--- src/rob_pkg.sv ---
//----------------------------------------------------------------------
// shared widths and constants for the reorder buffer
// every block imports this package, the top level sets the depth
//----------------------------------------------------------------------

package rob_pkg;

	// program counter, full 64-bit address
	typedef logic [63:0] pc_t;

	// architectural register number, 32 registers
	typedef logic [4:0] arn_t;

	// physical register number into a 64-entry register file
	typedef logic [5:0] prn_t;

	// register shown on an idle commit slot
	// the rename stage treats it as the hard zero register
	localparam arn_t ZERO_REG = 5'd31;

	// default buffer size, must stay a power of two
	// so that head and tail wrap by plain overflow
	localparam int DEFAULT_ROB_DEPTH = 16;

endpackage

--- src/rob_commit_select.sv ---
//----------------------------------------------------------------------
// in-order commit choice over the two oldest entries
// purely combinational, feeds the pointers and the entry array
//----------------------------------------------------------------------
`timescale 1ns/1ns

module rob_commit_select #(
	parameter int rob_depth = rob_pkg::DEFAULT_ROB_DEPTH
) (
	input logic [$clog2(rob_depth+1)-1:0] count,
	// oldest entry
	input logic head_done,
	input logic head_is_branch,
	input logic head_mispredict,
	// second oldest entry
	input logic next_done,
	input logic next_is_branch,
	input logic next_mispredict,
	output logic [1:0] commit_count,
	output logic flush
);

	localparam int cnt_w = $clog2(rob_depth+1);

	logic head_commit;
	logic next_commit;
	logic head_bad_branch;	// head resolved as a wrong-path branch
	logic next_bad_branch;

	assign head_bad_branch = head_is_branch && head_mispredict;
	assign next_bad_branch = next_is_branch && next_mispredict;

	// the head leaves once it is occupied and executed
	assign head_commit = (count != '0) && head_done;

	// head+1 only behind a committing head, and never behind a bad branch
	// since everything after that branch is on the wrong path
	assign next_commit = head_commit
		&& (count >= cnt_w'(2))
		&& next_done
		&& !head_bad_branch;

	always_comb
	begin
		commit_count = 2'd0;
		if (next_commit)
		begin
			commit_count = 2'd2;
		end
		else if (head_commit)
		begin
			commit_count = 2'd1;
		end
	end

	// a bad branch going out drops every younger entry
	// at most one of the two can raise it, the head blocks the second slot
	assign flush = (head_commit && head_bad_branch)
		|| (next_commit && next_bad_branch);

endmodule

--- src/rob_entry_array.sv ---
//----------------------------------------------------------------------
// per-entry storage of the reorder buffer
// dispatch and completion write at the edge, head and head+1 read out
//----------------------------------------------------------------------
`timescale 1ns/1ns

module rob_entry_array #(
	parameter int rob_depth = rob_pkg::DEFAULT_ROB_DEPTH
) (
	input logic clock,
	input logic reset,
	// dispatch writes
	input logic wr1_en,
	input logic wr2_en,
	input logic [$clog2(rob_depth)-1:0] wr1_idx,
	input logic [$clog2(rob_depth)-1:0] wr2_idx,
	input rob_pkg::pc_t wr1_pc,
	input rob_pkg::pc_t wr2_pc,
	input rob_pkg::arn_t wr1_arn,
	input rob_pkg::arn_t wr2_arn,
	input rob_pkg::prn_t wr1_prn,
	input rob_pkg::prn_t wr2_prn,
	input logic wr1_is_branch,
	input logic wr2_is_branch,
	// completion from the two functional units
	input logic fu1_done,
	input logic fu2_done,
	input logic [$clog2(rob_depth)-1:0] fu1_idx,
	input logic [$clog2(rob_depth)-1:0] fu2_idx,
	input logic fu1_mispredict,
	input logic fu2_mispredict,
	input rob_pkg::pc_t fu1_target_pc,
	input rob_pkg::pc_t fu2_target_pc,
	// commit and flush
	input logic [1:0] commit_count,
	input logic flush,
	input logic [$clog2(rob_depth)-1:0] head_idx,
	// oldest entry
	output logic head_valid,
	output logic head_done,
	output rob_pkg::pc_t head_pc,
	output rob_pkg::arn_t head_arn,
	output rob_pkg::prn_t head_prn,
	output logic head_is_branch,
	output logic head_mispredict,
	output rob_pkg::pc_t head_target_pc,
	// second oldest entry
	output logic next_valid,
	output logic next_done,
	output rob_pkg::pc_t next_pc,
	output rob_pkg::arn_t next_arn,
	output rob_pkg::prn_t next_prn,
	output logic next_is_branch,
	output logic next_mispredict,
	output rob_pkg::pc_t next_target_pc
);
	import rob_pkg::*;

	localparam int idx_w = $clog2(rob_depth);

	logic [rob_depth-1:0] valid;		// entry holds a live instruction
	logic [rob_depth-1:0] done;			// executed, ready to retire
	logic [rob_depth-1:0] is_branch;
	logic [rob_depth-1:0] mispredict;
	pc_t pc [rob_depth];
	pc_t target_pc [rob_depth];
	arn_t arn [rob_depth];
	prn_t prn [rob_depth];
	logic [idx_w-1:0] next_idx;			// head+1, wraps by overflow

	assign next_idx = head_idx + idx_w'(1);

	// valid and done flags
	always_ff @(posedge clock)
	begin
		if (reset)
		begin
			valid <= '0;
			done <= '0;
		end
		else if (flush)
		begin
			valid <= '0;	// committing entries and all younger ones go together
		end
		else
		begin
			if (commit_count != 2'd0)
			begin
				valid[head_idx] <= 1'b0;
			end
			if (commit_count == 2'd2)
			begin
				valid[next_idx] <= 1'b0;
			end
			// unit 2 first so unit 1 wins on the same index
			if (fu2_done && valid[fu2_idx])
			begin
				done[fu2_idx] <= 1'b1;
			end
			if (fu1_done && valid[fu1_idx])
			begin
				done[fu1_idx] <= 1'b1;
			end
			if (wr1_en)
			begin
				valid[wr1_idx] <= 1'b1;
				done[wr1_idx] <= 1'b0;	// fresh slot, not yet executed
			end
			if (wr2_en)
			begin
				valid[wr2_idx] <= 1'b1;
				done[wr2_idx] <= 1'b0;
			end
		end
	end

	// payload fields
	always_ff @(posedge clock)
	begin
		if (fu2_done && valid[fu2_idx])
		begin
			mispredict[fu2_idx] <= fu2_mispredict;
			target_pc[fu2_idx] <= fu2_target_pc;
		end
		if (fu1_done && valid[fu1_idx])
		begin
			mispredict[fu1_idx] <= fu1_mispredict;
			target_pc[fu1_idx] <= fu1_target_pc;
		end
		if (wr1_en)
		begin
			pc[wr1_idx] <= wr1_pc;
			arn[wr1_idx] <= wr1_arn;
			prn[wr1_idx] <= wr1_prn;
			is_branch[wr1_idx] <= wr1_is_branch;
			mispredict[wr1_idx] <= 1'b0;
		end
		if (wr2_en)
		begin
			pc[wr2_idx] <= wr2_pc;
			arn[wr2_idx] <= wr2_arn;
			prn[wr2_idx] <= wr2_prn;
			is_branch[wr2_idx] <= wr2_is_branch;
			mispredict[wr2_idx] <= 1'b0;
		end
	end

	// read ports for the commit side
	assign head_valid = valid[head_idx];
	assign head_done = done[head_idx];
	assign head_pc = pc[head_idx];
	assign head_arn = arn[head_idx];
	assign head_prn = prn[head_idx];
	assign head_is_branch = is_branch[head_idx];
	assign head_mispredict = mispredict[head_idx];
	assign head_target_pc = target_pc[head_idx];

	assign next_valid = valid[next_idx];
	assign next_done = done[next_idx];
	assign next_pc = pc[next_idx];
	assign next_arn = arn[next_idx];
	assign next_prn = prn[next_idx];
	assign next_is_branch = is_branch[next_idx];
	assign next_mispredict = mispredict[next_idx];
	assign next_target_pc = target_pc[next_idx];

endmodule

--- src/rob_pointers.sv ---
//----------------------------------------------------------------------
// head, tail and occupancy of the reorder buffer
// decides which dispatched instructions fit, the only room check
//----------------------------------------------------------------------
`timescale 1ns/1ns

module rob_pointers #(
	parameter int rob_depth = rob_pkg::DEFAULT_ROB_DEPTH
) (
	input logic clock,
	input logic reset,
	input logic inst1_load,
	input logic inst2_load,
	input logic [1:0] commit_count,
	input logic flush,
	output logic [$clog2(rob_depth)-1:0] head,
	output logic [$clog2(rob_depth)-1:0] tail,
	output logic [$clog2(rob_depth+1)-1:0] count,
	output logic accept1,
	output logic accept2,
	output logic full
);

	localparam int idx_w = $clog2(rob_depth);
	localparam int cnt_w = $clog2(rob_depth+1);	// holds 0..rob_depth

	logic [cnt_w-1:0] free_slots;
	logic [idx_w-1:0] next_head;
	logic [1:0] accept_count;	// 0, 1 or 2 new entries

	assign free_slots = cnt_w'(rob_depth) - count;

	// no dispatch lands in a flush cycle, the tail is being pulled back
	assign accept1 = inst1_load && (free_slots != '0) && !flush;
	// second slot rides only with the first
	assign accept2 = inst1_load && inst2_load && (free_slots >= cnt_w'(2)) && !flush;

	// fewer than a full pair of slots left
	assign full = free_slots < cnt_w'(2);

	assign accept_count = {1'b0, accept1} + {1'b0, accept2};
	assign next_head = head + idx_w'(commit_count);

	always_ff @(posedge clock)
	begin
		if (reset)
		begin
			head <= '0;
			tail <= '0;
			count <= '0;
		end
		else
		begin
			head <= next_head;	// commit is always taken
			if (flush)
			begin
				// younger entries are gone, buffer restarts right after the branch
				tail <= next_head;
				count <= '0;
			end
			else
			begin
				tail <= tail + idx_w'(accept_count);
				count <= count + cnt_w'(accept_count) - cnt_w'(commit_count);
			end
		end
	end

endmodule

--- src/rob_top.sv ---
//----------------------------------------------------------------------
// reorder buffer top level, two-wide dispatch, completion and commit
// connects storage, pointers and commit choice
//----------------------------------------------------------------------
`timescale 1ns/1ns

module rob_top #(
	parameter int rob_depth = rob_pkg::DEFAULT_ROB_DEPTH
) (
	input logic clock,
	input logic reset,
	// dispatch, slot 1
	input logic inst1_load,
	input rob_pkg::pc_t inst1_pc,
	input rob_pkg::arn_t inst1_arn_dest,
	input rob_pkg::prn_t inst1_prn_dest,
	input logic inst1_is_branch,
	// dispatch, slot 2
	input logic inst2_load,
	input rob_pkg::pc_t inst2_pc,
	input rob_pkg::arn_t inst2_arn_dest,
	input rob_pkg::prn_t inst2_prn_dest,
	input logic inst2_is_branch,
	// completion
	input logic fu1_done,
	input logic [$clog2(rob_depth)-1:0] fu1_idx,
	input logic fu1_mispredict,
	input rob_pkg::pc_t fu1_target_pc,
	input logic fu2_done,
	input logic [$clog2(rob_depth)-1:0] fu2_idx,
	input logic fu2_mispredict,
	input rob_pkg::pc_t fu2_target_pc,
	// indices handed back in the dispatch cycle
	output logic [$clog2(rob_depth)-1:0] inst1_rob_idx,
	output logic [$clog2(rob_depth)-1:0] inst2_rob_idx,
	output logic full,
	// commit, slot 1
	output logic commit1_valid,
	output rob_pkg::pc_t commit1_pc,
	output rob_pkg::arn_t commit1_arn_dest,
	output rob_pkg::prn_t commit1_prn_dest,
	output logic commit1_is_branch,
	output logic commit1_mispredict,
	output rob_pkg::pc_t commit1_target_pc,
	// commit, slot 2
	output logic commit2_valid,
	output rob_pkg::pc_t commit2_pc,
	output rob_pkg::arn_t commit2_arn_dest,
	output rob_pkg::prn_t commit2_prn_dest,
	output logic commit2_is_branch,
	output logic commit2_mispredict,
	output rob_pkg::pc_t commit2_target_pc
);
	import rob_pkg::*;

	localparam int idx_w = $clog2(rob_depth);
	localparam int cnt_w = $clog2(rob_depth+1);

	logic [idx_w-1:0] head;
	logic [idx_w-1:0] tail;
	logic [cnt_w-1:0] count;
	logic accept1;
	logic accept2;
	logic [1:0] commit_count;
	logic flush;
	logic head_valid, head_done, head_is_branch, head_mispredict;
	logic next_valid, next_done, next_is_branch, next_mispredict;
	pc_t head_pc, head_target_pc, next_pc, next_target_pc;
	arn_t head_arn, next_arn;
	prn_t head_prn, next_prn;

	// pair lands at tail and tail+1
	assign inst1_rob_idx = tail;
	assign inst2_rob_idx = tail + idx_w'(1);

	rob_pointers #(.rob_depth(rob_depth)) u_pointers (
		.clock(clock), .reset(reset),
		.inst1_load(inst1_load), .inst2_load(inst2_load),
		.commit_count(commit_count), .flush(flush),
		.head(head), .tail(tail), .count(count),
		.accept1(accept1), .accept2(accept2), .full(full)
	);

	rob_entry_array #(.rob_depth(rob_depth)) u_entries (
		.clock(clock), .reset(reset),
		.wr1_en(accept1), .wr2_en(accept2),
		.wr1_idx(inst1_rob_idx), .wr2_idx(inst2_rob_idx),
		.wr1_pc(inst1_pc), .wr2_pc(inst2_pc),
		.wr1_arn(inst1_arn_dest), .wr2_arn(inst2_arn_dest),
		.wr1_prn(inst1_prn_dest), .wr2_prn(inst2_prn_dest),
		.wr1_is_branch(inst1_is_branch), .wr2_is_branch(inst2_is_branch),
		.fu1_done(fu1_done), .fu2_done(fu2_done),
		.fu1_idx(fu1_idx), .fu2_idx(fu2_idx),
		.fu1_mispredict(fu1_mispredict), .fu2_mispredict(fu2_mispredict),
		.fu1_target_pc(fu1_target_pc), .fu2_target_pc(fu2_target_pc),
		.commit_count(commit_count), .flush(flush), .head_idx(head),
		.head_valid(head_valid), .head_done(head_done), .head_pc(head_pc),
		.head_arn(head_arn), .head_prn(head_prn), .head_is_branch(head_is_branch),
		.head_mispredict(head_mispredict), .head_target_pc(head_target_pc),
		.next_valid(next_valid), .next_done(next_done), .next_pc(next_pc),
		.next_arn(next_arn), .next_prn(next_prn), .next_is_branch(next_is_branch),
		.next_mispredict(next_mispredict), .next_target_pc(next_target_pc)
	);

	rob_commit_select #(.rob_depth(rob_depth)) u_commit (
		.count(count),
		.head_done(head_done), .head_is_branch(head_is_branch),
		.head_mispredict(head_mispredict),
		.next_done(next_done), .next_is_branch(next_is_branch),
		.next_mispredict(next_mispredict),
		.commit_count(commit_count), .flush(flush)
	);

	// commit ports, idle slots read as zero with the zero register
	assign commit1_valid = (commit_count != 2'd0) && head_valid;
	assign commit1_pc = commit1_valid ? head_pc : '0;
	assign commit1_arn_dest = commit1_valid ? head_arn : ZERO_REG;
	assign commit1_prn_dest = commit1_valid ? head_prn : '0;
	assign commit1_is_branch = commit1_valid && head_is_branch;
	assign commit1_mispredict = commit1_valid && head_mispredict;
	assign commit1_target_pc = commit1_valid ? head_target_pc : '0;

	assign commit2_valid = (commit_count == 2'd2) && next_valid;
	assign commit2_pc = commit2_valid ? next_pc : '0;
	assign commit2_arn_dest = commit2_valid ? next_arn : ZERO_REG;
	assign commit2_prn_dest = commit2_valid ? next_prn : '0;
	assign commit2_is_branch = commit2_valid && next_is_branch;
	assign commit2_mispredict = commit2_valid && next_mispredict;
	assign commit2_target_pc = commit2_valid ? next_target_pc : '0;

endmodule

--- config.mk ---
export PLATFORM = sky130hd
export DESIGN_NAME = rob_top
export DESIGN_NICKNAME = d
export VERILOG_FILES = /design/src/rob_pkg.sv /design/src/rob_commit_select.sv /design/src/rob_entry_array.sv /design/src/rob_pointers.sv /design/src/rob_top.sv
export SDC_FILE = /design/constraint.sdc
export NUM_CORES = 2
export LEC_CHECK = 0
export BUFFER_PORTS_ARGS = -buffer_cell sky130_fd_sc_hd__buf_4
export CAP_MARGIN = 20
export CORE_MARGIN = 5
export CORE_UTILIZATION = 25
export CTS_CLUSTER_DIAMETER = 150
export DETAILED_ROUTE_END_ITERATION = 12
export SYNTH_ARGS = -nofsm -noshare
export SYNTH_HDL_FRONTEND = slang
export SYNTH_SLANG_ARGS = --single-unit
--- constraint.sdc ---
create_clock -name clock -period 12.99 [get_ports clock]
set_input_delay 3.897 -clock clock [delete_from_list [all_inputs] [get_ports clock]]
set_output_delay 3.897 -clock clock [all_outputs]
set_load 0.1 [all_outputs]
# After elaboration in Yosys (flattened, before gate mapping)
# Memories as Yosys holds them, arrays and structs flattened. A register that Yosys moved wholly into a read port is not among the register bits.
# Index checks and enable logic that the tools add are counted.
[word_totals] regBits=77 ramBits=2224 input_bits=296 out_inout_bits=293 memories=4
[mem_list] name="u_entries.pc" words=16 word_bits=64 rd=2 rd_ports_with_merged_regs=1 wr=2 line="rob_entry_array.sv:65" rtl="pc_t pc [rob_depth];"
[mem_list] name="u_entries.target_pc" words=16 word_bits=64 rd=2 rd_ports_with_merged_regs=1 wr=2 line="rob_entry_array.sv:66" rtl="pc_t target_pc [rob_depth];"
[mem_list] name="u_entries.prn" words=16 word_bits=6 rd=2 rd_ports_with_merged_regs=1 wr=2 line="rob_entry_array.sv:68" rtl="prn_t prn [rob_depth];"
[mem_list] name="u_entries.arn" words=16 word_bits=5 rd=2 rd_ports_with_merged_regs=1 wr=2 line="rob_entry_array.sv:67" rtl="arn_t arn [rob_depth];"
[op_classes] add_sub_neg=8 magnitude_cmp=15 eq_ne=1 n_mux=85 n_bitwise=14 reduce_logical=34
[ops] operator="$mux 16" count=26
[ops] operator="$mux 64" count=4
[ops] operator="$and 16x16->16" count=6
[ops] operator="$bwmux 16" count=4
[ops] operator="$not 16->16" count=4
[ops] operator="$or 16x16->16" count=4
[ops] operator="$bmux 1 s4" count=10
[ops] operator="$lt 4x5->1 const B" count=6
[ops] operator="$logic_and 1x1->1" count=27
[ops] operator="$mux 1" count=25
[ops] operator="$demux 1 s4" count=6
[ops] operator="$ge 4x1->1 const B" count=6
[ops] operator="$mux 4" count=5
[ops] operator="$mux 6" count=2
[ops] operator="$ge 5x2->1 const B" count=2
[ops] operator="$mux 5" count=2
[ops] operator="$reduce_bool 5->1" count=2
[ops] operator="$add 4x1->4 const B" count=2
[ops] operator="$add 4x2->4" count=2
[ops] operator="$add 5x2->5" count=1
[ops] operator="$lt 5x2->1 const B" count=1
[ops] operator="$sub 5x2->5" count=1
[ops] operator="$sub 5x5->5 const A" count=1
[ops] operator="$add 1x1->2" count=1
[ops] operator="6 further kinds" count=7

# Longest topological paths before layout
[logic_depth] depth_word=21 ltp_mapped=30 ltp_nobuf=21

# Modules after synthesis
# A second synthesis with hierarchy kept.
[unflattened] hier_cells=8553 area_unflattened_um2=135087.1
[by_module_without_submodules] mod="rob_entry_array" n_inst=1 cells_each=8129 area_each_um2=132123.0 seq_area_each_um2=68065.3
[by_module_without_submodules] mod="rob_top" n_inst=1 cells_each=320 area_each_um2=2018.2 seq_area_each_um2=0.0
[by_module_without_submodules] mod="rob_pointers" n_inst=1 cells_each=94 area_each_um2=873.3 seq_area_each_um2=260.2
[by_module_without_submodules] mod="rob_commit_select" n_inst=1 cells_each=10 area_each_um2=72.6 seq_area_each_um2=0.0

# Worst setup path after synthesis
# Ideal clock, no wire load.
[synth_timing] kind="input-to-reg" from="input port inst1_load" to="memory u_entries.arn[13][0] (netlist name) (enable)" arrival_ps=9780 required_time_ps=12371 slack_ps=2591 path_stages=4 n_path_buf=0 path_cell_list="o21ai_0 > a21oi_1 > o21ai_4 > o21ai_0"
[synth_rtl] element="start: declaration" line="rob_top.sv:13" rtl="input logic inst1_load,"
[synth_rtl] element="end: declaration" line="rob_entry_array.sv:67"

# Worst setup path in the final report
[layout_timing] from="register u_pointers.head[0]" to="output port commit2_pc[1]"
[layout_via] elab_chain_len=10 word_cells_on_any_way=23 classes_between="add/sub (1); eq/ne (1); mux (13); reduce/logical (7); memory (1)"
[layout_rtl] element="start: declaration" line="rob_pointers.sv:16" rtl="output logic [$clog2(rob_depth)-1:0] head,"
[layout_rtl] element="start signal: assignment" line="rob_pointers.sv:54" rtl="head <= next_head;"
[layout_rtl] element="parallel branches: the longest is 9 deep, another holds $add 4x1->4"
[layout_rtl] element="$mux 64 *" line="rob_top.sv:124" rtl="assign commit2_pc = commit2_valid ? next_pc : '0;"
[layout_rtl] element="end: declaration" line="rob_top.sv:47" rtl="output rob_pkg::pc_t commit2_pc,"
# Every way passes the cells marked *. The select of a mux whose other input is x is not followed.

==> impl_metrics.py <==
metrics = {
    "logic_synthesis": {
        "yosys_register_bits": 2301,
        "synth.yosys.seq_area_share_pct": 50.53,
        "netlist_instances": 8095,
        "synthTopCellsByArea": "edfxtp_1 (49%), mux4_2 (24%), mux2_2 (16%), nand2_1 (1.8%), clkbuf_1 (1.4%)",
        "yosysMostFrequentCell": "edfxtp_1",
        "postSynth.asyncResetShare_pct": 0,
        "syn_area_per_cell_um2": 16.70,
        "synth.top_cells.by_count": "edfxtp_1 (2224), mux2_2 (1882), mux4_2 (1430)",
        "synth_edf_count": 2224,
        "synth_area_um2": 135200,
        "synth_top_area_share_pct": 49.39,
        "synth.largest_area_cell": "edfxtp_1",
        "synth_cell_types": 73,
        "syn_nets": 8422,
        "ys.flop_type": "edfxtp_1",
        "ys_warn_count": 0,
    },
    "route": {
        "vias": 85080,
        "drt_iter0_markers": 10820,
        "vias_per_cell": 5.419,
        "avgRoutedWirePerCell_um": 32.84,
        "drt_wl_total_um": 515500,
        "drc_errors": 0,
        "antenna_left": 0,
        "drt_pass1_iterations": 9,
    },
    "run": {
        "drv_cap": 0,
    },
    "cts": {
        "clkLatencyLatePin_ps": 940,
        "cts_tree": "done",
        "clk_pin_slew_worst_paths_ps": 60,
        "cts_setup_buffers": 0,
        "cts-htree-levels": 5,
        "cts_buffers": 289,
        "root_buffer": "clkbuf_16",
        "cts_buffer_depth": 4,
        "cts_resized": 0,
        "clkSinkCount": 2301,
        "postCtsHoldBufs": 0,
    },
    "final_layout": {
        "postLayoutCoreUtil_pct": 28.83,
        "drive_gt1_share_pct": 54.37,
        "final_cells": 15700,
        "nets": 8550,
        "area_growth_pct": 15.10,
    },
    "timing": {
        "fmax_ghz": 0.09488,
        "setup_tns_ps": 0,
        "slew_violations": 0,
        "grt_setup_unrepaired": "no",
        "relSlewSlack_pct": 23.03,
        "finClkSkew_ps": 37.63,
        "worstMarginPinSlew_ps": 1155,
        "min_period_ps": 10540,
        "setup_viol": 0,
        "hold_viol": 0,
        "finalCritPeriodShare_pct": 81.13,
        "worst_slack_ps": 2451,
    },
    "placement": {
        "place_ws_ps": 3321,
        "gp_congestion": 0.7814,
        "dp_hpwl_um": 287900,
        "place_inst": 15140,
        "io_buffer_count": 588,
    },
    "power": {
        "ir_drop_mv": 0.09744,
        "power-per-cell-area_nw_per_um2": 127.9,
        "leakagePower_uw": 0.04823,
        "fin_total_pwr_uw": 19910,
    },
    "worst_setup_path": {
        "critPathCaptureType": "primary output",
        "crit_arrival_ps": 6640,
        "crit_type": "reg2out",
        "crit_fanout": 77,
        "crit_required_ps": 9090,
        "critPathLaunchType": "flip-flop",
    },
    "grt": {
        "globalRouteOverflowTotal": 0,
        "grt_pass1_wl_um": 712300,
        "track_usage_pct": 17.89,
        "grt_max_degree": 143,
        "antenna_found_initial": 141,
        "grt_pass1_vias": 85400,
    },
    "worst_hold_path": {
        "worstHoldPathType": "reg2reg",
    },
    "floorplan": {
        "dieWidth_um": 745.5,
        "start_util_pct": 25.05,
        "die_h_um": 745.5,
        "dieArea_um2": 555700,
        "num_rows": 270,
        "pin_count": 589,
        "core-area_um2": 539800,
    },
    "run_status": {
        "status": "finished clean",
    },
}
[power breakdown]
group          switching (uW)  total, uW  internal (uW)
logic                    1960       3280           1330
registers                 178       8780           8600
clock network            3410       7840           4440
total                    5540      19900          14400
[logic make-up (layout without fill, tap and decap cells)]
group,Yosys count,after routing,synth area share [%]
AOI/OAI and AO/OA,213,213,1.253
xor gates and xnor gates,13,13,0.08975
adders and majority gates,31,31,0.3090
buffers and inverters,981,1323,3.256
DFF,2301,2301,50.53
muxes,3485,3485,40.91
other,0,55,0
and+or+nand+nor,1071,1071,3.657
[worst paths after layout]
kind,from,endpoint,slack [ps],depth (start not counted)
setup / recovery,u_pointers.head[0],commit2_pc[1],2450,9
hold / removal,u_entries.is_branch[10],u_entries.is_branch[10],500,2
setup reg to reg,u_pointers.head[0],u_entries.pc[0][24],4790,13
hold reg to reg,u_entries.is_branch[10],u_entries.is_branch[10],500,2
[per-stage QoR]
step / instance area (um2) / hold WS [ps]
final: 155600 / 498.3
after global routing: 155600 / 516.8
after CTS: 155500 / 494.1
after detailed placement: 146600 / 485.7
after global placement: 146600 / 477.0
after floorplan: 135200 / 463.1
[final cells by class]
type | count | area, um2
Fill cell | 53990 | 384200
Sequential cell | 2301 | 68340
Multi-Input combinational cell | 4813 | 62970
Tap cell | 7208 | 9019
Clock buffer | 362 | 7697
Timing Repair Buffer | 783 | 6086
Clock inverter | 143 | 1221
Inverter | 35 | 171.4
Antenna cell | 55 | 137.6
[routing by layer]
layer / global-route usage (%) / vias to the layer above / share of wire, %
li1: - / 33400 / -
met1: 23.68 / 46160 / 40
met2: 28.33 / 4468 / 47
met3: 4.433 / 958 / 9.0
met4: 6.628 / 94 / 3.6
met5: 0 / - / 0.11
[sequential cells by signal (all words and copies together), names as in the netlist, 5 cells and up]
signal	cells
u_entries.target_pc	1024
u_entries.done	16
u_entries.arn	80
u_pointers.count	5
u_entries.mispredict	16
u_entries.is_branch	16
u_entries.pc	1024
u_entries.prn	96
u_entries.valid	16
[critical path: stages, from the launching register on]
cell and delay [ps]:
dfxtp_4 770, buf_4 760, nand3_2 290, xnor2_4 250, buf_12 520, buf_4 940, buf_4 760, mux4_2 450
nor2b_1 330, buf_4 360
[layout by cell type, fill, tap and decap left out, types with 7 or more instances in the layout]
master,n
a211o_1,11
xnor2_1,8
a21oi_1,20
clkbuf_16,298
buf_12,15
and2_1,9
o21a_1,10
clkinv_1,63
and3_1,137
a21oi_4,15
a41oi_1,15
edfxtp_1,2224
ha_1,26
clkbuf_1,64
mux2i_1,22
o21ai_4,14
bufinv_16,11
or2_2,13
diode_2,55
dfxtp_1,73
inv_6,14
a31oi_1,20
inv_1,26
mux2_2,1882
o21ai_0,28
nand2_1,637
clkinv_2,38
a211oi_1,13
mux2_1,151
nand3_1,7
nand2_4,10
nor2b_1,148
buf_4,767
a22oi_1,16
mux4_2,1429
nor2_1,53
and2_4,7
nor3_1,17
o21bai_4,8
(Power assumes the default switching activity.)
